## config.mk

```make
export PLATFORM = sky130hd
export DESIGN_NAME = program_mem
export DESIGN_NICKNAME = d
export VERILOG_FILES = /design/src/hdl/cpu_pkg.sv /design/src/hdl/program_mem.sv
export SDC_FILE = /design/constraint.sdc
export NUM_CORES = 2
export LEC_CHECK = 0
export BUFFER_PORTS_ARGS = -buffer_cell sky130_fd_sc_hd__buf_2
export CAP_MARGIN = 0
export CORE_ASPECT_RATIO = 1.2
export CORE_MARGIN = 2
export CORE_UTILIZATION = 45
export DETAILED_ROUTE_END_ITERATION = 10
export SKIP_CTS_REPAIR_TIMING = 1
export SYNTH_ARGS = -nofsm -noshare
export SYNTH_HDL_FRONTEND = slang
export SYNTH_SLANG_ARGS = --single-unit
```

## constraint.sdc

```tcl
create_clock -name clock -period 3.85 [get_ports clock]
set_input_delay 0.77 -clock clock [delete_from_list [all_inputs] [get_ports clock]]
set_output_delay 0.77 -clock clock [all_outputs]
set_load 0.005 [all_outputs]
```

## src/hdl/cpu_pkg.sv

```systemverilog
`default_nettype none

package cpu_pkg;

   localparam int WORD_W    = 16;
   localparam int PC_W      = 8;
   localparam int DADDR_W   = 8;
   localparam int REG_IDX_W = 4;
   localparam int INSTR_W   = 16;
   localparam int NUM_REGS  = 1 << REG_IDX_W;

   typedef logic [WORD_W-1:0]    word_t;
   typedef logic [PC_W-1:0]      pc_t;
   typedef logic [DADDR_W-1:0]   daddr_t;
   typedef logic [REG_IDX_W-1:0] reg_idx_t;
   typedef logic [INSTR_W-1:0]   instr_t;

   // Bits 15 to 12 of every instruction
   typedef enum logic [3:0] {
      OP_NOP  = 4'd0,
      OP_ADD  = 4'd1,
      OP_SUB  = 4'd2,
      OP_AND  = 4'd3,
      OP_OR   = 4'd4,
      OP_XOR  = 4'd5,
      OP_LDI  = 4'd6,
      OP_LD   = 4'd7,
      OP_ST   = 4'd8,
      OP_BEQZ = 4'd9
   } opcode_e;

   typedef struct packed {
      logic   valid;
      pc_t    pc;
      instr_t instr;
   } if_dc_t;

   // LDI immediate in op_b, ST address in op_a and data in op_b
   typedef struct packed {
      logic     valid;
      opcode_e  op;
      reg_idx_t rd;
      word_t    op_a;
      word_t    op_b;
      pc_t      target;
   } dc_ex_t;

   typedef struct packed {
      logic     valid;
      logic     is_load;
      logic     is_store;
      logic     wr_en;
      reg_idx_t rd;
      word_t    result;
      word_t    store_data;
   } ex_mem_t;

   typedef struct packed {
      logic     valid;
      reg_idx_t idx;
      word_t    data;
   } reg_write_t;

   // Load in execute, so the data is not known yet
   typedef struct packed {
      reg_write_t wr;
      logic       is_load;
   } ex_fwd_t;

   typedef struct packed {
      logic taken;
      pc_t  target;
   } redirect_t;

endpackage

`default_nettype wire

```

## src/hdl/program_mem.sv

```systemverilog
`timescale 1ns/1ps
`default_nettype none

module program_mem #(
   parameter int PMEM_DEPTH = 256
) (
   input  wire                  clock,
   input  wire                  prog_we,
   input  wire cpu_pkg::pc_t    prog_addr,
   input  wire cpu_pkg::instr_t prog_data,
   input  wire cpu_pkg::pc_t    addr,
   output cpu_pkg::instr_t      instr
);

   import cpu_pkg::*;

   // Depth is a power of two, so truncation wraps the address
   localparam int AW = (PMEM_DEPTH > 1) ? $clog2(PMEM_DEPTH) : 1;

   instr_t mem [PMEM_DEPTH];

   always_ff @(posedge clock) begin
      if (prog_we) begin
         mem[AW'(prog_addr)] <= prog_data;
      end
   end

   assign instr = mem[AW'(addr)];

endmodule

`default_nettype wire

```

==> results.cfg <==
[floorplanning]
die_x_um = 546
dieArea_um2 = 357000
dieHeight_um = 654
io-pin-count = 50
start_util = 0.452
num_rows = 238
core_um2 = 350000

[synthesis]
synth_edf_count = 4096
ys_ff_latch = 4096
synth_area_leaders = edfxtp_1 78%, mux4_2 11%, mux2i_1 3.6%
avgSynthCellArea_um2 = 21.6
ys.flop_type = edfxtp_1
synthCells = 7344
syn_nets = 7378
ys_warn_count = 0
netlist_area_um2 = 158000
synth_top_cell_area_share = 0.777
ys_async_sr_fraction = 0
ys_seq_area_frac = 0.777
ys_types = 51
yosys.area.top_type = edfxtp_1

[status]
outcome = complete, but fails checks
violations = setup timing

[final_layout]
n_fill_cell = 26800
reg.largest.list = mem (4096)
drive_above_1_share = 0.316
fin_area_um2 = 187000
regMostFlops = mem
final_util = 0.533
largest_reg_flops = 4096
final_common_cell = edfxtp_1
final_cell_mix = 4,096 x edfxtp_1, 840 x buf_4, 797 x mux4_2
nets = 8417
syn2layout_area_growth_pct = 17.8

[worst_hold_path]
hold_path_class = input pin to register

[global_route]
antenna_found_initial = 35
grt_max_degree = 130
grt_overflow = 0
grt_pass1_wl_um = 602000
grt_usage = 0.236
grt_pass1_vias = 80300

[worst_setup_path]
cp-end-kind = primary output
crit_arrival_ns = 3.79
slowest_stage = nor4_4
required_ns = 3.08
path_max_fanout = 22
critPathKind = input pin to primary output
cp_slowest_stage_delay_ns = 0.54
crit_path_start_kind = input pin
path_cells = buf_12, buf_12, or2_4, buf_16, buf_12, buf_4, o221ai_1, a21oi_1, nor3_2, nor3_1, buf_4, nor4_4, buf_4, buf_6
crit_buf_inv = 8
cpLargestDelayFamily = buffers and inverters

[timing]
holdWs_ns = 0.235
layout_min_cycle_time_ns = 4.56
tns_ns = -10.26
rsz0062_at_grt = yes
hold_violations = 0
max_slew_margin = 0.0305
worst_slack_ns = -0.714
fin_crit_sh = 1.19
timing.fmax_mhz = 219
setup_viol = 16
slew_viol_final = 0
tightest_slew_ns = 1.44

[power]
peakVddDrop_uv = 376
p_leak_nw = 60.3
finalPower_w = 0.0924
power_density_nw_per_um2 = 495

[place]
dp_hpwl_um = 265000
port_buffers = 49
gp_congestion = 0.914
placed_cell_area_um2 = 171000

[job]
max_cap_violations = 0

[clock_network]
clock_sinks = 4096
clock_path_buffers = 4
clockRootBuffer = clkbuf_16
clk_pin_slew_ns = 0.06
h-tree-depth = 5
cts_tree = yes
numCtsBuffers = 392

[route]
drt.antenna.violating_nets = 0
avgRoutedWirePerCell_um = 32.5
drc = 0
vias = 81100
wirelength_um = 435000
vias_per_cell = 6.06
first_pass_iters = 6
drt_iter0_markers = 10300
[path summary, 6_finish.rpt]
check	cells past startpoint	start	slack, ns	to
worst min-delay path	1	prog_data[5]	0.23	mem[30][5]
worst max-delay path	14	addr[1]	-0.71	instr[1]
[power by group]
part           leakage (nW)  switching, W  internal [W]
combinational          17.4       0.00340       0.00225
sequential             36.8     0.0000207        0.0491
clock                  6.01        0.0162        0.0214
[routing by layer]
metal  up-vias  routed length (um)  global-route usage  share of wire
met1     43400              169000               0.319           0.39
met3       689               34800              0.0365          0.080
li1      33300                   -                   -              -
met5         -                 109                   0        0.00025
met2      3656              213000               0.387           0.49
met4        18               18300              0.0946          0.042
[cells by family (layout without fill, tap and decap cells)]
group / Yosys count / in the layout / share of synthesized area
AO/OA/AOI/OAI: 786 / 786 / 0.0354
multiplexers: 1450 / 1450 / 0.155
buffers and inverters: 456 / 1793 / 0.0170
other: 0 / 14 / 0
flip-flops: 4096 / 4096 / 0.777
AND/OR/NAND/NOR: 556 / 557 / 0.0158
[cell type report]
| class | instances | area (um2) | area share |
|---|---|---|---|
| Clock inverter | 211 | 1980 | 0.0106 |
| Sequential cell | 4096 | 123000 | 0.659 |
| Tap cell | 4680 | 5860 | 0.0314 |
| Clock buffer | 482 | 10300 | 0.0553 |
| Antenna cell | 14 | 35.0 | 0.000188 |
| Timing Repair Buffer | 1096 | 11000 | 0.0589 |
| Multi-Input combinational cell | 2793 | 34300 | 0.184 |
| Inverter | 4 | 27.5 | 0.000148 |
[synthesized netlist by cell type, drive strengths merged, types with 3 or more instances]
cell type / instances
mux2: 88
a211oi: 18
nand4: 26
inv: 4
edfxtp: 4096
nand2b: 3
mux2i: 565
or2: 5
a22oi: 43
a21oi: 175
a22o: 32
nand3: 35
nor4: 18
a2111oi: 6
o221ai: 253
nor3: 92
clkbuf: 230
mux4: 797
and3: 11
nor2b: 9
a31oi: 6
o22ai: 148
nand2: 38
nor2: 304
o31ai: 16
o21ai: 38
o32ai: 21
a221oi: 28
buf: 222
nand4b: 3
[stage by stage]
step | std cells | worst slack (ns)
final | 13400 | -0.714
after global routing | 13400 | -0.818
after floorplan | 7344 | 0.314
after global placement | 12600 | -2.19
after detailed placement | 12600 | -2.12
after CTS | 13300 | -2.13
No activity file was read; power rests on OpenSTA's default activity.
