## config.mk

```make
export PLATFORM = sky130hd
export DESIGN_NAME = fetch
export DESIGN_NICKNAME = d
export VERILOG_FILES = /design/src/hdl/cpu_pkg.sv /design/src/hdl/fetch.sv
export SDC_FILE = /design/constraint.sdc
export NUM_CORES = 1
export LEC_CHECK = 0
export BUFFER_PORTS_ARGS = -buffer_cell sky130_fd_sc_hd__buf_2
export CORE_ASPECT_RATIO = 1.2
export CORE_MARGIN = 1
export CORE_UTILIZATION = 40
export CTS_BUF_LIST = sky130_fd_sc_hd__clkbuf_8 sky130_fd_sc_hd__clkbuf_16
export CTS_CLUSTER_DIAMETER = 50
export DETAILED_ROUTE_END_ITERATION = 7
export PLACE_DENSITY = 0.74
export SETUP_SLACK_MARGIN = 0.02
export SLEW_MARGIN = 15
export SYNTH_ARGS = -nofsm -noshare
export SYNTH_HDL_FRONTEND = slang
export SYNTH_SLANG_ARGS = --single-unit
```

## constraint.sdc

```tcl
create_clock -name clock -period 1.5 [get_ports clock]
set_input_delay 0.075 -clock clock [delete_from_list [all_inputs] [get_ports clock]]
set_output_delay 0.075 -clock clock [all_outputs]
set_load 0.02 [all_outputs]
```

## src/hdl/cpu_pkg.sv

```systemverilog
`default_nettype none

package cpu_pkg;

   localparam int WORD_W    = 16;
   localparam int PC_W      = 8;
   localparam int DADDR_W   = 8;
   localparam int REG_IDX_W = 4;
   localparam int INSTR_W   = 16;
   localparam int NUM_REGS  = 1 << REG_IDX_W;

   typedef logic [WORD_W-1:0]    word_t;
   typedef logic [PC_W-1:0]      pc_t;
   typedef logic [DADDR_W-1:0]   daddr_t;
   typedef logic [REG_IDX_W-1:0] reg_idx_t;
   typedef logic [INSTR_W-1:0]   instr_t;

   // Bits 15 to 12 of every instruction
   typedef enum logic [3:0] {
      OP_NOP  = 4'd0,
      OP_ADD  = 4'd1,
      OP_SUB  = 4'd2,
      OP_AND  = 4'd3,
      OP_OR   = 4'd4,
      OP_XOR  = 4'd5,
      OP_LDI  = 4'd6,
      OP_LD   = 4'd7,
      OP_ST   = 4'd8,
      OP_BEQZ = 4'd9
   } opcode_e;

   typedef struct packed {
      logic   valid;
      pc_t    pc;
      instr_t instr;
   } if_dc_t;

   // LDI immediate in op_b, ST address in op_a and data in op_b
   typedef struct packed {
      logic     valid;
      opcode_e  op;
      reg_idx_t rd;
      word_t    op_a;
      word_t    op_b;
      pc_t      target;
   } dc_ex_t;

   typedef struct packed {
      logic     valid;
      logic     is_load;
      logic     is_store;
      logic     wr_en;
      reg_idx_t rd;
      word_t    result;
      word_t    store_data;
   } ex_mem_t;

   typedef struct packed {
      logic     valid;
      reg_idx_t idx;
      word_t    data;
   } reg_write_t;

   // Load in execute, so the data is not known yet
   typedef struct packed {
      reg_write_t wr;
      logic       is_load;
   } ex_fwd_t;

   typedef struct packed {
      logic taken;
      pc_t  target;
   } redirect_t;

endpackage

`default_nettype wire

```

## src/hdl/fetch.sv

```systemverilog
`timescale 1ns/1ps
`default_nettype none

module fetch (
   input  wire                    clock,
   input  wire                    rst_n,
   input  wire                    stall,
   input  wire cpu_pkg::redirect_t redirect,
   output cpu_pkg::pc_t           pmem_addr,
   input  wire cpu_pkg::instr_t   pmem_instr,
   output cpu_pkg::if_dc_t        if_dc
);

   import cpu_pkg::*;

   pc_t    pc;
   logic   valid_q;
   pc_t    pc_q;
   instr_t instr_q;

   assign pmem_addr = pc;

   // Redirect wins over a stall and drops the word being fetched
   always_ff @(posedge clock or negedge rst_n) begin
      if (!rst_n) begin
         pc      <= '0;
         valid_q <= 1'b0;
      end else if (redirect.taken) begin
         pc      <= redirect.target;
         valid_q <= 1'b0;
      end else if (!stall) begin
         pc      <= pc + 1'b1;
         valid_q <= 1'b1;
      end
   end

   always_ff @(posedge clock) begin
      if (!redirect.taken && !stall) begin
         pc_q    <= pc;
         instr_q <= pmem_instr;
      end
   end

   assign if_dc = '{valid: valid_q, pc: pc_q, instr: instr_q};

endmodule

`default_nettype wire

```

==> results.tsv <==
stage	metric	value	unit
run_status	status	finished clean	
clock_network	cts.sinks	33	
clock_network	postCtsSetupBuffers	0	
synth	ys_seq_area_share	77.70	%
floorplan	die_w	52.36	µm
critical_path	start_kind	flip-flop	
cells_and_area	area_growth_syn_to_layout	49.23	%
detailed_routing	routed_wl	2440	µm
power_and_ir_drop	powerDensity	1113	nW/µm²
synth	yosys_warnings	0	
timing	slew_headroom	80.14	%
synth	avgSynthCellArea	16.45	µm²
clock_network	clockRootBuffer	clkbuf_8	
cells_and_area	final_cell_area	1817	µm²
synth	ys_types	19	
placed_design	portBuffers	60	
clock_network	clockBufferDepth	2	
clock_network	cts_tree	done	
power_and_ir_drop	p_leak	0.0008225	µW
critical_path	crit_type	flip-flop to flip-flop	
placed_design	placed_area	1556	µm²
power_and_ir_drop	max-vdd-ir-drop	0.8094	mV
placed_design	dp.cells	167	
critical_path	critPathCaptureType	flip-flop	
synth	netlist_area	1217	µm²
global_routing	antenna_found_initial	0	
clock_network	numCtsBuffers	5	
power_and_ir_drop	seqPwrFrac	54.8	%
detailed_routing	first_pass_iters	4	
timing	max_freq	0.7088	GHz
timing	period_share	94.05	%
global_routing	grt_start_max_net_pins	25	
global_routing	grt_pass1_vias	898	
power_and_ir_drop	comb_power_share	15.8	%
global_routing	grt_util_met1	18.71	%
detailed_routing	via_per_inst	4.720	
floorplan	core	2838	µm²
timing	rsz0062_at_grt	no	
cells_and_area	instances_no_fill	193	
global_routing	grt.busiest_layer	met2	
power_and_ir_drop	p_clk_share	29.4	%
detailed_routing	drc	0	
timing	clock_skew	6.266	ps
power_and_ir_drop	switchingPower	516.5	µW
critical_path	worst_ep_arrival_time	1610	ps
cells_and_area	drive_above_1_share	44.65	%
clock_network	ctsHoldBuffers	18	
detailed_routing	routedWlPerCell	12.64	µm
floorplan	start_util	42.90	%
cells_and_area	final_common_cell	buf_2	
timing	max_slew.worst_pin.slew	298.0	ps
cells_and_area	fin_nets	187	
floorplan	dieArea	3269	µm²
clock_network	clk-insertion-delay-late	280	ps
cells_and_area	nFillCells	229	
floorplan	die_h	62.44	µm
global_routing	met2_usage	26.11	%
power_and_ir_drop	netSwitchingFraction	25.55	%
placed_design	gp_congestion	0.6849	
timing	report.final.slew_viol_count	0	
synth	synthCells	74	
critical_path	cp.required	1700	ps
synth	synth_nets	103	
detailed_routing	vias	911	
critical_path	crit_fanout	5	
clock_network	clk_pin_slew	70	ps
cells_and_area	final_core_util	64.02	%
flow_run	max_cap_violations	0	
global_routing	grt_pass1_wl	3795	µm
clock_network	htreeDepth	2	
timing	finalSetupTns	0	ps
floorplan	ios	61	
worst_hold_path	hp-class	primary input to flip-flop	
synth	ys_ff_latch	33	
floorplan	row_count	21	
clock_network	cts-resized-gates	0	
detailed_routing	first_iter_violations	20	
global_routing	grt.overflow.total	0	
cells_and_area	antenna_cells	0	
global_routing	grt_usage	16.56	%
detailed_routing	ant_nets	0	
cells_and_area	final_cell_mix	buf_2 (60), edfxtp_1 (24), dlygate4sd3_1 (18)	
timing	finalSetupViolCount	0	
timing	min_period	1411	ps
power_and_ir_drop	power.internal	1505	µW
global_routing	met3_usage	8.029	%
timing	hold_viol	0	
## synthesized netlist by cell type
cell | instances | area (µm²)
edfxtp_1 | 24 | 720.7
buf_6 | 1 | 11.26
a21oi_1 | 1 | 5.000
nand4b_4 | 2 | 47.55
mux2i_1 | 1 | 10.01
a31oi_1 | 3 | 18.77
inv_1 | 2 | 7.510
o21ai_0 | 8 | 40.04
dfrtp_1 | 9 | 225.2
xor2_1 | 3 | 26.28
ha_1 | 1 | 12.51
xnor2_1 | 1 | 8.760
clkbuf_1 | 1 | 3.750
nand4_1 | 1 | 6.260
or3_1 | 3 | 18.77
nor2_1 | 4 | 15.01
nand2_1 | 7 | 26.28
nor2b_1 | 1 | 6.260
buf_4 | 1 | 7.510
## state kept, by name, indices dropped and copies added, names as in the netlist
| signal | count |
|---|---|
| pmem_addr | 8 |
| valid_q | 1 |
| pc_q | 8 |
| instr_q | 16 |
## stage by stage
stage               setup WS, ps  hold WS (ps)  total power (µW)
finish                     89.23         10.98              2022
global route               35.96         20.27              2121
CTS                        88.27         2.201              2043
detailed placement         133.2        -57.45              1409
global placement           175.4        -64.24              1401
floorplan                  23.15        -220.6              1284
## critical path: stages, from the launching register on
cell      delay (ps)
dfrtp_2          430
ha_1             250
nand4b_4         130
or3_1            360
a31oi_1          160
## power by group through the flow
stage          combinational (µW)  sequential (µW)  clock (µW)
6_report                      320             1110         595
5_1_grt                       345             1120         660
4_1_cts                       322             1110         613
3_5_place_dp                  284             1120           0
3_3_place_gp                  279             1120           0
2_1_floorplan                74.4             1210           0
## logic make-up after synthesis
group | synth area share, %
and+or+nand+nor | 9.868
adders and majority gates | 1.028
xor gates and xnor gates | 2.878
AOI/OAI and AO/OA | 5.241
DFF | 77.70
muxes | 0.8222
buffers and inverters | 2.467
## routing by layer
metal / up-vias / wire length (µm)
met4: 0 / 40
met2: 58 / 1166
met5: - / 0
li1: 437 / -
met1: 411 / 994
met3: 5 / 239
## final timing paths
path,cells past startpoint,to,slack [ps],start
setup / recovery,4,pmem_addr[6]$_DFFE_PN0P_,90,pmem_addr[0]$_DFFE_PN0P_
max in group asynchronous,2,pmem_addr[0]$_DFFE_PN0P_,1130,rst_n
min in group asynchronous,2,pmem_addr[3]$_DFFE_PN0P_,180,rst_n
setup reg to reg,4,pmem_addr[6]$_DFFE_PN0P_,90,pmem_addr[0]$_DFFE_PN0P_
hold / removal,3,pmem_addr[3]$_DFFE_PN0P_,10,redirect[3]
hold reg to reg,0,pc_q[7]$_DFFE_PP_,510,pmem_addr[7]$_DFFE_PN0P_
## cell type report
cell class / count / area, µm² / area share (%)
inverters: 2 / 7.507 / 0.4132
well taps: 34 / 42.54 / 2.342
repair buffers: 80 / 495.5 / 27.27
clock inverters: 3 / 11.26 / 0.6198
flip-flops and latches: 33 / 947.2 / 52.14
multi-input cells: 36 / 244.0 / 13.43
clock buffers: 5 / 68.82 / 3.788
Note: power is estimated with default switching activity, not from simulation.
