--- src/hdl/cpu_pkg.sv ---
`default_nettype none

package cpu_pkg;

   localparam int WORD_W    = 16;
   localparam int PC_W      = 8;
   localparam int DADDR_W   = 8;
   localparam int REG_IDX_W = 4;
   localparam int INSTR_W   = 16;
   localparam int NUM_REGS  = 1 << REG_IDX_W;

   typedef logic [WORD_W-1:0]    word_t;
   typedef logic [PC_W-1:0]      pc_t;
   typedef logic [DADDR_W-1:0]   daddr_t;
   typedef logic [REG_IDX_W-1:0] reg_idx_t;
   typedef logic [INSTR_W-1:0]   instr_t;

   // Bits 15 to 12 of every instruction
   typedef enum logic [3:0] {
      OP_NOP  = 4'd0,
      OP_ADD  = 4'd1,
      OP_SUB  = 4'd2,
      OP_AND  = 4'd3,
      OP_OR   = 4'd4,
      OP_XOR  = 4'd5,
      OP_LDI  = 4'd6,
      OP_LD   = 4'd7,
      OP_ST   = 4'd8,
      OP_BEQZ = 4'd9
   } opcode_e;

   typedef struct packed {
      logic   valid;
      pc_t    pc;
      instr_t instr;
   } if_dc_t;

   // LDI immediate in op_b, ST address in op_a and data in op_b
   typedef struct packed {
      logic     valid;
      opcode_e  op;
      reg_idx_t rd;
      word_t    op_a;
      word_t    op_b;
      pc_t      target;
   } dc_ex_t;

   typedef struct packed {
      logic     valid;
      logic     is_load;
      logic     is_store;
      logic     wr_en;
      reg_idx_t rd;
      word_t    result;
      word_t    store_data;
   } ex_mem_t;

   typedef struct packed {
      logic     valid;
      reg_idx_t idx;
      word_t    data;
   } reg_write_t;

   // Load in execute, so the data is not known yet
   typedef struct packed {
      reg_write_t wr;
      logic       is_load;
   } ex_fwd_t;

   typedef struct packed {
      logic taken;
      pc_t  target;
   } redirect_t;

endpackage

`default_nettype wire

--- src/hdl/execute.sv ---
`timescale 1ns/1ps
`default_nettype none

module execute (
   input  wire                  clock,
   input  wire                  rst_n,
   input  wire cpu_pkg::dc_ex_t dc_ex,
   output cpu_pkg::ex_fwd_t     ex_fwd,
   output cpu_pkg::redirect_t   redirect,
   output cpu_pkg::ex_mem_t     ex_mem
);

   import cpu_pkg::*;

   word_t    alu;
   logic     writes_reg;
   logic     wr_en;
   logic     is_load;
   logic     is_store;

   logic     valid_q;
   logic     is_load_q;
   logic     is_store_q;
   logic     wr_en_q;
   reg_idx_t rd_q;
   word_t    result_q;
   word_t    store_data_q;

   // Loads and stores pass the address through
   always_comb begin
      alu        = '0;
      writes_reg = 1'b1;
      case (dc_ex.op)
         OP_ADD:       alu = dc_ex.op_a + dc_ex.op_b;
         OP_SUB:       alu = dc_ex.op_a - dc_ex.op_b;
         OP_AND:       alu = dc_ex.op_a & dc_ex.op_b;
         OP_OR:        alu = dc_ex.op_a | dc_ex.op_b;
         OP_XOR:       alu = dc_ex.op_a ^ dc_ex.op_b;
         OP_LDI:       alu = dc_ex.op_b;
         OP_LD:        alu = dc_ex.op_a;
         OP_ST: begin
            alu        = dc_ex.op_a;
            writes_reg = 1'b0;
         end
         default:      writes_reg = 1'b0;
      endcase
   end

   assign wr_en    = dc_ex.valid && writes_reg && dc_ex.rd != '0;
   assign is_load  = dc_ex.valid && dc_ex.op == OP_LD;
   assign is_store = dc_ex.valid && dc_ex.op == OP_ST;

   assign ex_fwd = '{wr: '{valid: wr_en, idx: dc_ex.rd, data: alu}, is_load: is_load};

   assign redirect.taken  = dc_ex.valid && dc_ex.op == OP_BEQZ && dc_ex.op_a == '0;
   assign redirect.target = dc_ex.target;

   always_ff @(posedge clock or negedge rst_n) begin
      if (!rst_n) begin
         valid_q    <= 1'b0;
         is_load_q  <= 1'b0;
         is_store_q <= 1'b0;
         wr_en_q    <= 1'b0;
      end else begin
         valid_q    <= dc_ex.valid;
         is_load_q  <= is_load;
         is_store_q <= is_store;
         wr_en_q    <= wr_en;
      end
   end

   always_ff @(posedge clock) begin
      rd_q         <= dc_ex.rd;
      result_q     <= alu;
      store_data_q <= dc_ex.op_b;
   end

   assign ex_mem = '{valid: valid_q, is_load: is_load_q, is_store: is_store_q,
                     wr_en: wr_en_q, rd: rd_q, result: result_q, store_data: store_data_q};

endmodule

`default_nettype wire

--- config.mk ---
export PLATFORM = sky130hd
export DESIGN_NAME = execute
export DESIGN_NICKNAME = d
export VERILOG_FILES = /design/src/hdl/cpu_pkg.sv /design/src/hdl/execute.sv
export SDC_FILE = /design/constraint.sdc
export NUM_CORES = 1
export LEC_CHECK = 0
export BUFFER_PORTS_ARGS = -buffer_cell sky130_fd_sc_hd__buf_2
export CAP_MARGIN = 40
export CORE_ASPECT_RATIO = 1.25
export CORE_MARGIN = 2
export CORE_UTILIZATION = 51
export DETAILED_ROUTE_END_ITERATION = 10
export PLACE_DENSITY = 0.82
export SYNTH_ARGS = -nofsm -noshare
export SYNTH_HDL_FRONTEND = slang
export SYNTH_SLANG_ARGS = --single-unit
--- constraint.sdc ---
create_clock -name clock -period 5 [get_ports clock]
set_clock_uncertainty 0.2 [all_clocks]
set_input_delay 0.5 -clock clock [delete_from_list [all_inputs] [get_ports clock]]
set_output_delay 0.5 -clock clock [all_outputs]
set_load 0.02 [all_outputs]
==> results.txt <==
area delta synth->final = 18.0%
filler cell count = 577
Startpoint Class = input pin
Vias = 3,396
Port Buffers = 105
mux share of post-synthesis cell area = 0.677%
Root Driver = clkbuf_8
commonest non-fill, non-tap cell in the layout = buf_2
Detail Placement HPWL = 7230 um
largest family of logic cells by synthesized area = compound AO/OA/AOI/OAI gates
io pins = 122
GRT Total Usage = 26.2%
count of yosys warnings during synthesis = 0
Synth top area share = 21.7%
effective utilization at floorplan = 53.2%
Max Slew Vio Count = 0
Post-CTS Setup Inserts = 0
CTS HTree Levels = 2
Clock Pin Slew Worst Setup and Hold Paths = 0.07 ns
Die Y = 94.3 um
worst-margin pin slew = 0.663 ns
worst slack, placed = 0.683 ns
CTS Sinks = 40
drt total wl = 9400 um
outcome = finished clean
WHS Path Cells = 1
Top FF cell, synth = dfxtp_1
die width = 76.2 um
WP data required = 4.30 ns
EDFF count, synth = 0
antenna violations before repair = 0
Adder-Cell Fraction of Synth Area = 18.7%
Final Wtd Congestion = 0.928
# hold bufs at CTS = 1
# rows = 32
Avg Inst Size Synth = 8.15 um2
critical path type = in2out
vias in the first global route = 3,260
die area = 0.00719 mm2
Leak Pwr = 1.92 nW
Synth Area in Simple Gates = 17.1%
clk buf depth = 2
Slowest-stage cell, CP = mux2_2
Post-synth ARST share = 10.0%
GRT Residual Overflow = 0
Hold Fails Final Rpt = 0
Syn Inst Count = 408
Hold Crit Endpoint = rd_q[1]
crit path cell chain = buf_2 > nand2b_1 > nor3_2 > mux2_2 > fa_1 > nand2b_1 > a21oi_1 > o21ai_1 > a211oi_1 > nor4_1 > o31ai_1 > buf_2
minimum clock period = 4.33 ns
Hold WC Path Type = in2reg
number of remaining DRC errors = 0
leading cell types in the layout, fill and taps excluded = buf_2, ha_1, inv_1
Critical Path Sink Type = output pin
Synth Area in Compound Gates = 23.1%
synth top area cells = dfxtp_1, ha_1, o21ai_0
Avg WL per Cell = 16.1 um
maxcap violations = 0
largest area contributor in the netlist = dfxtp_1
violation count after the first detailed-route iteration = 279
Post-Synth XOR/XNOR Area = 5.53%
Pwr Density = 240 mW/mm2
relative slew slack = 55.7%
max incr delay on CP = 0.41 ns
Yosys reg bits = 40
vias per cell = 5.84
core area = 0.00625 mm2
TNS Setup = 0 ns
ANT nets after route = 0
CTS tree = done
fin worst setup slack = 0.667 ns
ratio of cells with drive above 1 in the final layout = 25.8%
syn nets = 508
drt pass-1 iters = 5
startpoint of the worst hold path = dc_ex[41]
Synth Cell Area = 0.00333 mm2
Tcrit/Tclk final = 86.7%
Resized Gates After CTS = 0
sequential element share of the synthesized area = 24.7%
FMAX = 231 MHz
first-pass GRT wire length = 15,100 um
distinct cell type count of the synthesized netlist = 52
RSZ-0062 raised after global routing = false
n_diodes = 0
pin count of the biggest net entering global routing = 37
CTS Buf Count = 5
Final setup violation count = 0
Peak VDD IR = 0.127 mV
nets@finish = 596
Max FO, Critical Path = 19
Worst EP arrival = 3.63 ns
-- worst max-delay path: cells and delay by family --
family	cells	cell delay, ns
compound gates	4	1.04
simple gates	4	0.79
mux	1	0.41
fa+ha+maj	1	0.40
buf+inv	2	0.49
-- cell families after synthesis --
kind of cell	count (synthesis)
adders and majority gates	49
muxes	2
and+or+nand+nor	107
DFF	40
buffers and inverters	72
xor gates and xnor gates	21
AOI/OAI and AO/OA	117
-- power by group --
group / internal (mW) / switching, mW / leakage, nW
clock: 0.113 / 0.114 / 0.0455
sequential: 0.344 / 0.00484 / 0.354
combinational: 0.133 / 0.233 / 1.52
total: 0.590 / 0.352 / 1.92
-- layout make-up --
type / count / area [um2] / share of cell area [%]
clock buffers: 8 / 90.1 / 2.30
multi-input cells: 296 / 2160 / 55.1
inverters: 38 / 143 / 3.63
repair buffers: 115 / 601 / 15.3
flip-flops and latches: 40 / 821 / 20.9
well taps: 85 / 106 / 2.71
-- cell usage after synthesis, drive strengths merged (8+ instances only) --
library cell	count
ha	48
inv	38
dfxtp	36
o21ai	32
nand2	29
buf	23
nor2	22
a21oi	21
a22oi	17
xnor2	15
a221oi	12
clkbuf	11
nand2b	10
nor4	9
a31oi	8
-- registers in the layout (all words and copies together) (netlist names) --
signal        cells
result_q         16
store_data_q     16
valid_q           1
rd_q              4
wr_en_q           1
is_store_q        1
is_load_q         1
-- worst max-delay path by stage --
stage	depth (start not counted)	from	endpoint	slack [ns]
final	12	dc_ex[45]	ex_fwd[15]	0.67
after global routing	14	dc_ex[45]	ex_fwd[15]	0.40
after CTS	12	dc_ex[45]	ex_fwd[15]	0.68
after detailed placement	12	dc_ex[45]	ex_fwd[15]	0.68
after global placement	12	dc_ex[45]	ex_fwd[15]	0.75
after floorplan	13	dc_ex[45]	ex_fwd[15]	0.90
-- metal layers --
metal	up-vias	part of all wire [%]	track usage, %
met5	-	0	0
met4	0	4.6	15.0
met3	46	6.0	3.56
met2	152	50	47.6
met1	1579	40	29.4
li1	1619	-	-
-- metrics by stage --
| stage | util [%] | cells | cell area (um2) | power [mW] | hold slack [ns] |
|---|---|---|---|---|---|
| finish | 62.8 | 582 | 3930 | 0.942 | 0.132 |
| global route | 62.8 | 582 | 3930 | 0.997 | 0.129 |
| CTS | 62.8 | 582 | 3930 | 0.945 | 0.131 |
| global placement | 60.9 | 570 | 3800 | 0.709 | 0.104 |
| detailed placement | 61.2 | 573 | 3820 | 0.717 | 0.105 |
| floorplan | - | 408 | 3330 | 0.607 | 0.00441 |
Power figures use the tool's default switching activity.
