--- src/hdl/cpu_pkg.sv ---
`default_nettype none

package cpu_pkg;

   localparam int WORD_W    = 16;
   localparam int PC_W      = 8;
   localparam int DADDR_W   = 8;
   localparam int REG_IDX_W = 4;
   localparam int INSTR_W   = 16;
   localparam int NUM_REGS  = 1 << REG_IDX_W;

   typedef logic [WORD_W-1:0]    word_t;
   typedef logic [PC_W-1:0]      pc_t;
   typedef logic [DADDR_W-1:0]   daddr_t;
   typedef logic [REG_IDX_W-1:0] reg_idx_t;
   typedef logic [INSTR_W-1:0]   instr_t;

   // Bits 15 to 12 of every instruction
   typedef enum logic [3:0] {
      OP_NOP  = 4'd0,
      OP_ADD  = 4'd1,
      OP_SUB  = 4'd2,
      OP_AND  = 4'd3,
      OP_OR   = 4'd4,
      OP_XOR  = 4'd5,
      OP_LDI  = 4'd6,
      OP_LD   = 4'd7,
      OP_ST   = 4'd8,
      OP_BEQZ = 4'd9
   } opcode_e;

   typedef struct packed {
      logic   valid;
      pc_t    pc;
      instr_t instr;
   } if_dc_t;

   // LDI immediate in op_b, ST address in op_a and data in op_b
   typedef struct packed {
      logic     valid;
      opcode_e  op;
      reg_idx_t rd;
      word_t    op_a;
      word_t    op_b;
      pc_t      target;
   } dc_ex_t;

   typedef struct packed {
      logic     valid;
      logic     is_load;
      logic     is_store;
      logic     wr_en;
      reg_idx_t rd;
      word_t    result;
      word_t    store_data;
   } ex_mem_t;

   typedef struct packed {
      logic     valid;
      reg_idx_t idx;
      word_t    data;
   } reg_write_t;

   // Load in execute, so the data is not known yet
   typedef struct packed {
      reg_write_t wr;
      logic       is_load;
   } ex_fwd_t;

   typedef struct packed {
      logic taken;
      pc_t  target;
   } redirect_t;

endpackage

`default_nettype wire

--- src/hdl/regfile.sv ---
`timescale 1ns/1ps
`default_nettype none

module regfile (
   input  wire                      clock,
   input  wire                      rst_n,
   input  wire cpu_pkg::reg_write_t wr,
   input  wire cpu_pkg::reg_idx_t   rd_idx_a,
   input  wire cpu_pkg::reg_idx_t   rd_idx_b,
   output cpu_pkg::word_t           rd_data_a,
   output cpu_pkg::word_t           rd_data_b
);

   import cpu_pkg::*;

   word_t regs [NUM_REGS];

   always_ff @(posedge clock or negedge rst_n) begin
      if (!rst_n) begin
         for (int i = 0; i < NUM_REGS; i++) begin
            regs[i] <= '0;
         end
      end else if (wr.valid && wr.idx != '0) begin
         regs[wr.idx] <= wr.data;
      end
   end

   // r0 is hardwired and a write in this cycle shows up right away
   function automatic word_t read_port(reg_idx_t idx);
      if (idx == '0) return '0;
      if (wr.valid && wr.idx == idx) return wr.data;
      return regs[idx];
   endfunction

   assign rd_data_a = read_port(rd_idx_a);
   assign rd_data_b = read_port(rd_idx_b);

endmodule

`default_nettype wire

--- config.mk ---
export PLATFORM = sky130hd
export DESIGN_NAME = regfile
export DESIGN_NICKNAME = d
export VERILOG_FILES = /design/src/hdl/cpu_pkg.sv /design/src/hdl/regfile.sv
export SDC_FILE = /design/constraint.sdc
export NUM_CORES = 1
export LEC_CHECK = 0
export CAP_MARGIN = 20
export CORE_ASPECT_RATIO = 0.5
export CORE_MARGIN = 1
export CORE_UTILIZATION = 41
export DETAILED_ROUTE_END_ITERATION = 8
export DONT_BUFFER_PORTS = 1
export GPL_TIMING_DRIVEN = 1
export SYNTH_ARGS = -nofsm -noshare
export SYNTH_HDL_FRONTEND = slang
export SYNTH_SLANG_ARGS = --single-unit
--- constraint.sdc ---
create_clock -name clock -period 1.6 [get_ports clock]
set_input_delay 0.24 -clock clock [delete_from_list [all_inputs] [get_ports clock]]
set_output_delay 0.24 -clock clock [all_outputs]
set_load 0.03 [all_outputs]
==> flow_metrics.tcl, run 1 <==
set metrics [dict create \
    slew_viol_final 0 \
    whs_ns -0.605 \
    overflow 0 \
    ys_warn_count 0 \
    grt_first_pass_wirelength_um 67300 \
    vias 9632 \
    place.gp.congestion 0.831 \
    cap_violations 0 \
    largest_register "regs" \
    wl_per_cell_um 28.2 \
    largest_register_ff_count 256 \
    root_buffer "clkbuf_16" \
    leakage_nw 7.27 \
    violations "negative hold slack, negative setup slack" \
    drc 0 \
    io_buffers 0 \
    nFillCells 2753 \
    clk_latency_ns 0.53 \
    status "finished with violations" \
    synth_fp_nets 1079 \
    worstHoldPathType "input pin to asynchronous set/reset pin" \
    tns_ns -23.19 \
    final.period_utilization_pct 160 \
    start_util_pct 42.1 \
    synthCells 1048 \
    synth.distinct_cells 33 \
    reg2reg_slack_ns 0.70 \
    reg2reg_depth 2 \
    hpwl_um 27400 \
    wl_um 44000 \
    setup_slack_ns -0.956 \
    via_per_inst 6.17 \
    final_cell_mix "256 x dfrtp_1, 238 x mux2_2, 128 x mux2i_1" \
    drtIter0Drc 753 \
    clkSinkCount 256 \
    grt_max_degree 257 \
    setup_viol 32 \
    ctsHoldBuffers 16 \
    die_w_um 264 \
    max-vdd-ir-drop_mv 0.918 \
    dr.pass1.iters 5 \
    grt_pass1_vias 10300 \
    pre_cts_slack_ns -0.482 \
    diodes 0 \
    rsz0062_at_grt "true" \
    ys_seq_area_share_pct 45.6 \
    slew-limit-headroom_pct 46.3 \
    finalHoldViolCount 256 \
    final_common_cell "dfrtp_1" \
    instances_no_fill 1561 \
    fin_crit_ns 2.56 \
    final_antenna_net_count 0 \
    ys_seq_elements 256 \
    die_y_um 133 \
    ios 63 \
    worstPathArrival_ns 2.32 \
    finalNetCount 1132 \
    placed_cells 1495 \
    cp-end-kind "output port" \
    htreeDepth 1 \
    worst_pin_slew_ns 0.803 \
    syn_area_um2 14100 \
    required_ns 1.36 \
    fp.coreArea_um2 33400 \
    crit_fanout 2 \
    critPathKind "register to output port" \
    fmax_mhz 391 \
    largestRegisters "regs (256)" \
    row_count 47 \
    numCtsBuffers 26 \
    die-area_um2 35100 \
    area_delta_synth_final_pct 26.1 \
    grt_usage_pct 25.8 \
    antenna_found_initial 4 \
    cts_tree "done" \
    skew_ns 0 \
    path_clk_slew_ns 0.06 \
    clock_path_buffers 3 \
    avgSynthCellArea_um2 13.4 \
    critPathLaunchType "register" \
    powerDensity_nw_per_um2 1220 \
    final_layout_size_suffix_gt1_share_pct 54.6 \
]
[cells in the mapped netlist]
cell | n | share of area (%)
dfrtp_1 | 256 | 46
mux2_2 | 240 | 19
mux2i_1 | 128 | 9.1
mux4_2 | 64 | 10
o22ai_1 | 64 | 2.8
clkbuf_1 | 51 | 1.4
buf_2 | 39 | 1.4
a211oi_1 | 32 | 1.7
o31ai_1 | 32 | 1.7
nand3_1 | 31 | 1.1
a31oi_1 | 30 | 1.3
buf_4 | 17 | 0.91
buf_6 | 9 | 0.72
xnor2_1 | 8 | 0.50
nand3b_1 | 5 | 0.27
nor2_2 | 5 | 0.22
or3_1 | 5 | 0.22
nor2_1 | 4 | 0.11
nand2_1 | 3 | 0.080
nand2b_1 | 3 | 0.13
or2_1 | 3 | 0.13
a21oi_1 | 2 | 0.071
buf_1 | 2 | 0.053
mux2_1 | 2 | 0.16
nand3_2 | 2 | 0.14
nor2b_1 | 2 | 0.089
or3b_1 | 2 | 0.12
or3b_2 | 2 | 0.12
and3_1 | 1 | 0.045
buf_8 | 1 | 0.11
clkbuf_2 | 1 | 0.036
nor3b_1 | 1 | 0.053
or2_2 | 1 | 0.045
[final cells by class]
cell class | count | area, um^2 | area share, %
tap | 441 | 552 | 3.12
clock inverter | 9 | 101 | 0.572
clock buffer | 38 | 807 | 4.56
multi-input combinational | 672 | 8250 | 46.6
sequential | 256 | 6410 | 36.2
timing repair buffer | 145 | 1600 | 9.03
[stage by stage]
step	util, %	total power, mW	instance area (um^2)
floorplan	-	13.0	15300
global placement	48.8	14.4	16300
detailed placement	48.8	14.6	16300
CTS	52.9	21.6	17700
global route	53.0	22.5	17700
finish	53.0	21.6	17700
[critical path, cell delays in order, from the launching register on]
cell      delay [ns]
dfrtp_1         0.39
buf_6           0.12
mux4_2          0.50
a211oi_4        0.43
a31oi_4         0.17
buf_12          0.17
[logic make-up (layout without fill, tap and decap cells)]
logic type	after synthesis	after routing	share of synthesized area, %
muxes	434	434	38.8
DFF	256	256	45.6
AOI/OAI and AO/OA	160	160	7.68
buffers and inverters	120	192	4.58
and+or+nand+nor	70	70	2.89
xor gates and xnor gates	8	8	0.499
[final timing paths]
check	startpoint	endpoint
max	regs[44]$_DFFE_PN0P_	rd_data_a[12]
max in group asynchronous	rst_n	regs[208]$_DFFE_PN0P_
max reg2reg	regs[215]$_DFFE_PN0P_	regs[215]$_DFFE_PN0P_
min reg2reg	regs[244]$_DFFE_PN0P_	regs[244]$_DFFE_PN0P_
min in group clock	wr[17]	regs[214]$_DFFE_PN0P_
min	rst_n	regs[67]$_DFFE_PN0P_
[layer usage]
metal / GRT usage (%) / wire, um
met1: 37.7 / 20700
met2: 38.2 / 19400
met3: 8.06 / 3440
met4: 3.75 / 435
met5: 0 / 0
[where the power goes]
group	internal, mW	switching [mW]
registers	7.89	0.988
logic	3.58	2.66
clock network	3.81	2.66
total	15.3	6.30
[repair_timing]
action,in CTS,in global routing
hold endpoints to repair,496,256
pin swaps,18,6
gates cloned,0,0
setup endpoints to repair,32,32
buffers inserted,2,1
gates resized for setup,45,5
Power figures use the tool's default switching activity.
==> inputs of run 2 (changes only) <==
REMOVE_ABC_BUFFERS = 1   (was default)
==> flow_metrics.tcl, run 2 (synthesis gave the netlist of run 1 again) <==
set metrics [dict create \
    leakage_nw 6.88 \
    grt_max_degree 257 \
    cp_top_family "multiplexers" \
    antenna_found_initial 0 \
    final_antenna_net_count 0 \
    tns_ns -19.54 \
    largest_register_ff_count 256 \
    finalHoldViolCount 256 \
    clock_path_buffers 3 \
    die-area_um2 35100 \
    reg2reg_depth 2 \
    critPathKind "register to output port" \
    cp_slowest_cell "mux4_2" \
    overflow 0 \
    cts_tree "done" \
    die_w_um 264 \
    worstHoldPathType "input pin to asynchronous set/reset pin" \
    whs_ns -0.613 \
    final.period_utilization_pct 150 \
    critical_path_depth 5 \
    largestRegisters "regs (256)" \
    place.gp.congestion 0.871 \
    fmax_mhz 418 \
    placed_area_um2 15000 \
    die_y_um 133 \
    finalPower_mw 20.3 \
    clk_latency_ns 0.54 \
    slew-limit-headroom_pct 51.8 \
    ctsHoldBuffers 16 \
    placed_cells 1490 \
    cap_violations 0 \
    vias 9822 \
    io_buffers 0 \
    final_common_cell "dfrtp_1" \
    finalNetCount 1128 \
    largest_register "regs" \
    max-vdd-ir-drop_mv 0.864 \
    hpwl_um 26800 \
    wl_um 43100 \
    instances_no_fill 1556 \
    slew_viol_final 0 \
    root_buffer "clkbuf_16" \
    wl_per_cell_um 27.7 \
    dr.pass1.iters 5 \
    grt_first_pass_wirelength_um 64900 \
    via_per_inst 6.31 \
    grt_pass1_vias 10100 \
    worst_pin_slew_ns 0.723 \
    cp-end-kind "output port" \
    pre_cts_slack_ns -0.311 \
    htreeDepth 1 \
    fin_crit_ns 2.39 \
    drtIter0Drc 1056 \
    cpPeakStageDelay_ns 0.48 \
    start_util_pct 42.1 \
    area_delta_synth_final_pct 16.6 \
    numCtsBuffers 26 \
    ios 63 \
    row_count 47 \
    critPathLaunchType "register" \
    diodes 0 \
    rsz0062_at_grt "true" \
    status "finished with violations" \
    violations "negative hold slack, negative setup slack" \
    cp_num_buf_inv 1 \
    powerDensity_nw_per_um2 1240 \
    clkSinkCount 256 \
    worstPathArrival_ns 2.15 \
    final_area_um2 16400 \
    crit_fanout 2 \
    final_cell_mix "254 x dfrtp_1, 238 x mux2_2, 120 x mux2i_1" \
    path_clk_slew_ns 0.06 \
    setup_slack_ns -0.795 \
    grt_usage_pct 24.8 \
    cp_cell_sequence "mux4_2 > mux2_4 > a211oi_2 > a21oi_1 > buf_4" \
    fp.coreArea_um2 33400 \
    skew_ns 0 \
    setup_viol 32 \
    final_layout_size_suffix_gt1_share_pct 47.4 \
    drc 0 \
    required_ns 1.36 \
]
run 2: routing by layer:
layer / vias to the layer above / share of wire [%] / track usage [%]
li1: 4122 / - / -
met1: 5173 / 43 / 34.7
met2: 424 / 45 / 38.4
met3: 103 / 7.8 / 4.99
met4: 0 / 3.6 / 8.85
met5: - / 0 / 0
run 2: metrics by stage:
step           utilization (%)  hold WS, ns
2_1_floorplan                -      -0.0556
3_3_place_gp              45.0      -0.0507
3_5_place_dp              45.0      -0.0521
4_1_cts                   49.0       -0.634
5_1_grt                   49.0       -0.631
6_report                  49.0       -0.613
run 2: timing repair:
item | CTS | global route
resized for setup | 53 | 3
endpoints found under the setup margin | 32 | 32
pin swaps | 65 | 2
endpoints found under the hold margin | 496 | 256
setup buffers | 4 | 1
run 2: path summary, 6_finish.rpt:
path,to,start,slack [ns]
setup / recovery,rd_data_a[14],regs[30]$_DFFE_PN0P_,-0.79
hold / removal,regs[29]$_DFFE_PN0P_,rst_n,-0.61
setup reg to reg,regs[193]$_DFFE_PN0P_,regs[193]$_DFFE_PN0P_,0.65
hold reg to reg,regs[252]$_DFFE_PN0P_,regs[252]$_DFFE_PN0P_,0.41
max in group asynchronous,regs[209]$_DFFE_PN0P_,rst_n,1.58
min in group clock,regs[211]$_DFFE_PN0P_,wr[17],0.16
run 2: power by group:
group	total [mW]	internal [mW]	switching, mW
logic	5.06	2.94	2.12
clock network	6.25	3.64	2.61
registers	8.97	7.90	1.08
run 2: final cells by class:
class / instances / area, um^2
fill: 2859 / 17000
sequential: 256 / 6410
tap: 441 / 552
clock buffer: 40 / 815
clock inverter: 6 / 57.6
timing repair buffer: 141 / 1280
multi-input combinational: 672 / 7270
