--- config.mk ---
export PLATFORM = sky130hd
export DESIGN_NAME = decode
export DESIGN_NICKNAME = d
export VERILOG_FILES = /design/src/hdl/cpu_pkg.sv /design/src/hdl/decode.sv
export SDC_FILE = /design/constraint.sdc
export NUM_CORES = 1
export LEC_CHECK = 0
export BUFFER_PORTS_ARGS = -buffer_cell sky130_fd_sc_hd__buf_2
export CAP_MARGIN = 15
export CORE_ASPECT_RATIO = 2
export CORE_MARGIN = 5
export CORE_UTILIZATION = 45
export DETAILED_ROUTE_END_ITERATION = 6
export GPL_ROUTABILITY_DRIVEN = 0
export PLACE_DENSITY = 0.91
export SYNTH_ARGS = -nofsm -noshare
export SYNTH_HDL_FRONTEND = slang
export SYNTH_SLANG_ARGS = --single-unit
export TNS_END_PERCENT = 10
--- constraint.sdc ---
create_clock -name clock -period 2.3 [get_ports clock]
set_input_delay 0.23 -clock clock [delete_from_list [all_inputs] [get_ports clock]]
set_output_delay 0.23 -clock clock [all_outputs]
set_load 0.03 [all_outputs]
--- src/hdl/cpu_pkg.sv ---
`default_nettype none

package cpu_pkg;

   localparam int WORD_W    = 16;
   localparam int PC_W      = 8;
   localparam int DADDR_W   = 8;
   localparam int REG_IDX_W = 4;
   localparam int INSTR_W   = 16;
   localparam int NUM_REGS  = 1 << REG_IDX_W;

   typedef logic [WORD_W-1:0]    word_t;
   typedef logic [PC_W-1:0]      pc_t;
   typedef logic [DADDR_W-1:0]   daddr_t;
   typedef logic [REG_IDX_W-1:0] reg_idx_t;
   typedef logic [INSTR_W-1:0]   instr_t;

   // Bits 15 to 12 of every instruction
   typedef enum logic [3:0] {
      OP_NOP  = 4'd0,
      OP_ADD  = 4'd1,
      OP_SUB  = 4'd2,
      OP_AND  = 4'd3,
      OP_OR   = 4'd4,
      OP_XOR  = 4'd5,
      OP_LDI  = 4'd6,
      OP_LD   = 4'd7,
      OP_ST   = 4'd8,
      OP_BEQZ = 4'd9
   } opcode_e;

   typedef struct packed {
      logic   valid;
      pc_t    pc;
      instr_t instr;
   } if_dc_t;

   // LDI immediate in op_b, ST address in op_a and data in op_b
   typedef struct packed {
      logic     valid;
      opcode_e  op;
      reg_idx_t rd;
      word_t    op_a;
      word_t    op_b;
      pc_t      target;
   } dc_ex_t;

   typedef struct packed {
      logic     valid;
      logic     is_load;
      logic     is_store;
      logic     wr_en;
      reg_idx_t rd;
      word_t    result;
      word_t    store_data;
   } ex_mem_t;

   typedef struct packed {
      logic     valid;
      reg_idx_t idx;
      word_t    data;
   } reg_write_t;

   // Load in execute, so the data is not known yet
   typedef struct packed {
      reg_write_t wr;
      logic       is_load;
   } ex_fwd_t;

   typedef struct packed {
      logic taken;
      pc_t  target;
   } redirect_t;

endpackage

`default_nettype wire

--- src/hdl/decode.sv ---
`timescale 1ns/1ps
`default_nettype none

module decode (
   input  wire                      clock,
   input  wire                      rst_n,
   input  wire cpu_pkg::if_dc_t     if_dc,
   input  wire cpu_pkg::redirect_t  redirect,
   output cpu_pkg::reg_idx_t        rd_idx_a,
   output cpu_pkg::reg_idx_t        rd_idx_b,
   input  wire cpu_pkg::word_t      rd_data_a,
   input  wire cpu_pkg::word_t      rd_data_b,
   input  wire cpu_pkg::ex_fwd_t    ex_fwd,
   input  wire cpu_pkg::reg_write_t mem_fwd,
   output logic                     stall,
   output cpu_pkg::dc_ex_t          dc_ex
);

   import cpu_pkg::*;

   instr_t   ins;
   opcode_e  op;
   reg_idx_t rd;
   logic     uses_a;
   logic     uses_b;
   logic     load_hit_a;
   logic     load_hit_b;
   word_t    opnd_a;
   word_t    opnd_b;

   logic     valid_q;
   opcode_e  op_q;
   reg_idx_t rd_q;
   word_t    op_a_q;
   word_t    op_b_q;
   pc_t      target_q;

   assign ins = if_dc.instr;
   assign rd  = ins[11:8];

   // Unknown opcodes become NOP
   always_comb begin
      op = OP_NOP;
      if (ins[15:12] <= OP_BEQZ) op = opcode_e'(ins[15:12]);
   end

   always_comb begin
      uses_a = 1'b0;
      uses_b = 1'b0;
      case (op)
         OP_ADD, OP_SUB, OP_AND, OP_OR, OP_XOR, OP_ST: begin
            uses_a = 1'b1;
            uses_b = 1'b1;
         end
         OP_LD, OP_BEQZ: uses_a = 1'b1;
         default: ;
      endcase
   end

   // BEQZ tests the register in the rd field
   assign rd_idx_a = (op == OP_BEQZ) ? rd : ins[7:4];
   assign rd_idx_b = ins[3:0];

   function automatic word_t bypass(reg_idx_t idx, word_t rf_val);
      if (idx == '0) return '0;
      if (ex_fwd.wr.valid && ex_fwd.wr.idx == idx) return ex_fwd.wr.data;
      if (mem_fwd.valid && mem_fwd.idx == idx) return mem_fwd.data;
      return rf_val;
   endfunction

   assign opnd_a = bypass(rd_idx_a, rd_data_a);
   assign opnd_b = (op == OP_LDI) ? word_t'(signed'(ins[7:0])) : bypass(rd_idx_b, rd_data_b);

   // Load result is only there one cycle later
   assign load_hit_a = uses_a && rd_idx_a != '0 && ex_fwd.wr.idx == rd_idx_a;
   assign load_hit_b = uses_b && rd_idx_b != '0 && ex_fwd.wr.idx == rd_idx_b;
   assign stall = if_dc.valid && ex_fwd.wr.valid && ex_fwd.is_load && (load_hit_a || load_hit_b);

   always_ff @(posedge clock or negedge rst_n) begin
      if (!rst_n) begin
         valid_q <= 1'b0;
      end else begin
         valid_q <= if_dc.valid && !stall && !redirect.taken;
      end
   end

   always_ff @(posedge clock) begin
      op_q     <= op;
      rd_q     <= rd;
      op_a_q   <= opnd_a;
      op_b_q   <= opnd_b;
      target_q <= ins[7:0];
   end

   assign dc_ex = '{valid: valid_q, op: op_q, rd: rd_q, op_a: op_a_q, op_b: op_b_q,
                    target: target_q};

endmodule

`default_nettype wire

==> results of run 1 <==
==> metrics by stage <==
step                util [%]  instances
floorplan                  -        271
global placement       60.45        474
detailed placement     60.45        474
CTS                    64.08        483
global route           64.08        483
finish                 64.08        483
==> sequential cells by signal, indices dropped and copies added (netlist names) <==
| name | flops |
|---|---|
| op_a_q | 16 |
| op_b_q | 16 |
| rd_q | 4 |
| target_q | 8 |
| op_q | 4 |
| valid_q | 1 |
==> layer usage <==
| metal | GRT usage [%] | part of all wire (%) | routed length, um | vias up |
|---|---|---|---|---|
| met5 | 0 | 0 | 0 | - |
| met4 | 8.460 | 3.1 | 252 | 0 |
| met3 | 5.486 | 10 | 824 | 26 |
| met2 | 36.30 | 48 | 3886 | 148 |
| met1 | 24.21 | 38 | 3099 | 1171 |
| li1 | - | - | - | 1261 |
==> Yosys cell counts, types with 2 or more instances <==
library cell  instances  share of area, %
a211oi_1              7               2.1
a21oi_1               8               1.6
buf_4                 6               1.8
xnor2_1               7               2.4
mux2_2                2              0.88
xor2_1                7               2.4
a211oi_2             10               4.9
nand2_1               8               1.2
nor4_1                2              0.49
mux2i_1              33                13
nor2b_1               6               1.5
inv_1                 7               1.0
buf_2                 3              0.59
and2_1                2              0.49
and2_0                9               2.2
o21ai_0              28               5.5
nor2_1               26               3.8
a21o_1                7               2.1
a31oi_1               2              0.49
nand2b_1              4              0.98
clkbuf_1             11               1.6
dfxtp_1              48                38
==> report_power, final <==
group	switching (W)	total (W)	internal, W
sequential	0.0000164	0.000939	0.000923
clock	0.000331	0.000959	0.000627
combinational	0.000381	0.000614	0.000233
total	0.000728	0.00251	0.00178
==> layout make-up <==
class                           instances  share of cell area (%)
Clock buffer                            5                   3.479
Clock inverter                          3                   1.914
Inverter                                7                  0.7307
Multi-Input combinational cell        193                   39.70
Sequential cell                        49                   27.42
Tap cell                               61                   2.122
Timing Repair Buffer                  165                   24.63
==> timing repair <==
action	in CTS	in global routing
setup endpoints to repair	0	0
hold endpoints to repair	1	0
buffers inserted	0	0
hold buffers	1	0
==> cells by family after synthesis <==
kind of cell,Yosys count,share of synthesized area [%]
DFF,49,38.51
buffers and inverters,29,6.207
muxes,36,14.37
xor gates and xnor gates,14,4.790
AOI/OAI and AO/OA,75,21.07
and+or+nand+nor,68,15.05
==> path summary, 6_finish.rpt <==
kind | end | slack, ps | depth (start not counted)
min in group asynchronous | valid_q | 250 | 2
max in group asynchronous | valid_q | 1970 | 2
min | rd_q[2] | 120 | 1
max | stall | 200 | 9
==> metrics.txt, run 1 <==
status finished, final reports clean; prevailing post-synth register cell dfxtp_1; CTS sink cnt 49; Max Freq 475.1 MHz; Gate Count Post-Synth 271; total power 0.002512 W; final WL 8063 um; Setup crit start kind input port; count of different cell masters after synthesis 50; Hold Path Origin if_dc[10]; PD cells 698.6 mW/mm^2; commonest cells after routing, fill and taps aside buf_2 (152), dfxtp_1 (48), mux2i_1 (33); critical path capture point type output port; placement row count 39; Final Cell Area 0.003596 mm^2; worst path bufs/invs 3; clock buffer depth 2; Via Count 2,606; crit share post-route 91.51%; Ys Warns 0; Post-synth EDFFs 0; post-CTS sizing 0; fin crit period 2105 ps; Largest stage delay, worst path 400 ps; Avg Vias per Cell 5.395; PortBufs 152; final hold slack 119.3 ps; Yosys reg bits 49; final hold violation count 0; final setup violation count 0; residual DRC count 0; DR WL/cell 16.69 um; CP Class input port to output port; syn avg cell area 9.446 um^2; Rel. slew slack 68.02%; CP max FO 8; n_diodes 0; post-synth net total 382; initial cell density of the core 45.62%; largest net degree at the start of global routing 33; die area 0.007388 mm^2; Max Cap Viol 0; clk slew on worst S/H paths 70 ps; GRT overflow 0; Slew Viols, Final 0; maximum VDD drop 0.6078 mV; crit path cell chain buf_2 > and4bb_4 > buf_4 > mux2i_1 > nor2_1 > nor2_1 > a31oi_1 > nor3b_1 > buf_2; critical path's top delay family simple AND/OR/NAND/NOR gates; final setup margin 195.3 ps; pre-CTS WS 56.72 ps; Slowest-stage cell, CP and4bb_4; Root Buffer clkbuf_16; GRT Total Usage 20.95%; Initial DRT Pass Iterations 6; Num CTS Buffers 5; multi-input logic area 0.001428 mm^2; H-tree depth 2; Worst EP arrival 1870 ps; fraction of layout cells with a size suffix above 1 45.73%; initial antenna violation count 0; Die W 63.33 um; number of global-route vias before repair 2,618; Worst EP required 2070 ps; IO Pins 169; Leakage 1.676 nW; worst slew pin tran 478.0 ps; Die Y 116.7 um; Nets 532; commonest non-fill, non-tap cell in the layout buf_2; Synth Cell Area 0.002560 mm^2; dpl hpwl 6294 um; P&R area growth vs syn 40.47%; Async S/R FF share, synth 2.041%; Core ar. 0.005612 mm^2; TNS Setup 0 ps; CTS tree yes; register area share after synthesis 38.51%; RSZ-0062 raised after global routing no; Final ANT Viol Nets 0; filler instances 470; crit path from if_dc[13]; first-pass GRT wire length 12,390 um; DRT iter0 DRCs 113; Post-DP Area 0.003392 mm^2; register area 985.9 um^2; Hold WC Path Type input port to flip-flop
Note: power is estimated with default switching activity, not from simulation.
==> inputs of run 2 (changes only) <==
Settings changed: CORE_UTILIZATION 45 to 25, PLACE_DENSITY 0.91 to 0.58.
==> run 2 against run 1 <==
Via count decreased by 2.6%. Cell area up 2.1%. Highest routed layer unchanged. Combinational power is 0.8% higher. Worst hold slack gained 10 ps. Non-clock buffer count did not move. Core utilization fell by 28 points. Fmax down 1.3%.
==> metrics.txt, run 2 (synthesis gave the netlist of run 1 again) <==
filler instances 1,044 (+120%); clk slew on worst S/H paths 70 ps (about the same); DRT iter0 DRCs 48 (-58%); Die Y 153.1 um (+31%); IO Pins 169 (unchanged); clock buffer depth 2 (unchanged); GRT overflow 0 (unchanged); CTS tree yes; worst slew pin tran 391.3 ps (-86.65 ps); crit path cell chain buf_2 > and4bb_4 > buf_4 > mux2i_2 > nor2_1 > nor2_1 > a31oi_1 > nor3b_1 > buf_4; placement row count 52 (+33%); Top Registers op_a_q x16, op_b_q x16, target_q x8; Post-DP Area 0.003502 mm^2 (+3.2%); critical path's top delay family simple AND/OR/NAND/NOR gates; cell count after placement 548 (+16%); Worst EP arrival 1900 ps (+30 ps); final WL 8993 um (+12%); crit share post-route 92.70% (+1.2 points); largest net degree at the start of global routing 33 (unchanged); internal power 0.001593 W (-11%); fin cells 557 (+15%); final hold violation count 0 (unchanged); dpl hpwl 7164 um (+14%); status finished, final reports clean; die area 0.01249 mm^2 (+69%); Comb power frac 26.5% (+2.1 points); sequential share of power 40.2% (+2.8 points); PD cells 636.2 mW/mm^2 (-8.9%); Avg Vias per Cell 4.555 (-16%); Max Freq 469.0 MHz (-1.3%); Leakage 1.664 nW (-0.72%); CP max FO 11 (+3); Setup crit start kind input port; Max Cap Viol 0 (unchanged); residual DRC count 0 (unchanged); RSZ-0062 raised after global routing no; critical path capture point type output port; fin crit period 2132 ps (+27.40 ps); Worst EP required 2070 ps (about the same); CP Class input port to output port; PortBufs 152 (unchanged); hold path depth 1 (unchanged); Root Buffer clkbuf_16; DR WL/cell 16.15 um (-3.3%); Net Sw Frac 31.80% (+2.8 points); multi-input logic area 0.001436 mm^2 (+0.61%); Rel. slew slack 73.80% (+5.8 points); Final ANT Viol Nets 0 (unchanged); Initial DRT Pass Iterations 4 (-2); P&R area growth vs syn 43.40%; power share of the clock group 33.2% (-5.0 points); TNS Setup 0 ps (unchanged); first-pass GRT wire length 13,460 um (+8.6%); Num CTS Buffers 5 (unchanged); worst path bufs/invs 3 (unchanged); commonest non-fill, non-tap cell in the layout buf_2; GRT Total Usage 14.30% (-6.6 points); maximum VDD drop 0.2749 mV (-55%); Final Cell Area 0.003671 mm^2 (+2.1%); fraction of layout cells with a size suffix above 1 46.21% (+0.47 points); Stages on worst setup path 9 (unchanged); Net Sw Power 0.0007427 W (+2.0%); initial cell density of the core 25.38% (-20 points); initial antenna violation count 0 (unchanged); Via Count 2,537 (-2.6%); register area 985.9 um^2 (unchanged); Largest stage delay, worst path 380 ps (-20 ps); number of global-route vias before repair 2,622 (+0.15%); final setup violation count 0 (unchanged); CTS sink cnt 49 (unchanged); commonest cells after routing, fill and taps aside buf_2 (151), dfxtp_1 (48), mux2i_1 (32); Slew Viols, Final 0 (unchanged); Core ar. 0.01008 mm^2 (+80%); Hold WC Path Type input port to flip-flop; Slowest-stage cell, CP and4bb_4; n_diodes 0 (unchanged); crit path to stall; Nets 532 (unchanged); crit path from if_dc[13]; utilization after layout 36.40% (-28 points); H-tree depth 2 (unchanged); Die W 81.56 um (+29%)
[run 2: cell count changes in the layout (fill, tap and decap cells not counted), sizes merged]
cell	before	now
bufinv	2	0
clkbuf	5	6
clkinv	0	2
inv	8	7
[run 2: power by group through the flow]
stage	clock network (W)	registers (W)	logic [W]
floorplan	0	0.00111	0.000221
global placement	0	0.000960	0.000616
detailed placement	0	0.000960	0.000625
CTS	0.000816	0.000941	0.000627
global route	0.000833	0.000947	0.000668
finish	0.000776	0.000940	0.000619
[run 2: final cells by class]
type,count,area share [%]
multi-input cells,193,39.13
clock inverters,2,0.3749
flip-flops and latches,49,26.86
clock buffers,6,3.783
well taps,135,4.601
inverters,7,0.7157
repair buffers,165,24.54
[run 2: stage by stage]
| stage | worst slack (ps) | hold WS [ps] | power, W |
|---|---|---|---|
| 3_5_place_dp | 101.2 | 5.566 | 0.001585 |
| 2_1_floorplan | 112.3 | -65.59 | 0.001333 |
| 4_1_cts | 113.8 | 104.8 | 0.002383 |
| 6_report | 167.9 | 129.3 | 0.002335 |
| 3_3_place_gp | 85.49 | 5.443 | 0.001577 |
| 5_1_grt | 11.95 | 122.5 | 0.002449 |
[run 2: worst min-delay path by stage]
stage / start / end / slack [ps]
5_1_grt: if_dc[11] / rd_q[3] / 120
6_report: if_dc[10] / rd_q[2] / 130
2_1_floorplan: rst_n / valid_q / -70
3_5_place_dp: rst_n / valid_q / 6
3_3_place_gp: rst_n / valid_q / 5
4_1_cts: if_dc[11] / rd_q[3] / 100
[run 2: repair_timing]
| action | CTS | global route |
|---|---|---|
| hold buffers | 1 | 0 |
| buffers inserted | 0 | 0 |
| endpoints found under the hold margin | 1 | 0 |
| endpoints found under the setup margin | 0 | 1 |
| gates resized for setup | 0 | 2 |
[run 2: layer usage]
| metal | track usage, % | part of all wire, % | up-vias |
|---|---|---|---|
| li1 | - | - | 1257 |
| met1 | 14.22 | 35 | 1171 |
| met2 | 27.98 | 57 | 98 |
| met3 | 2.238 | 6.1 | 11 |
| met4 | 5.318 | 2.1 | 0 |
| met5 | 0 | 0 | - |
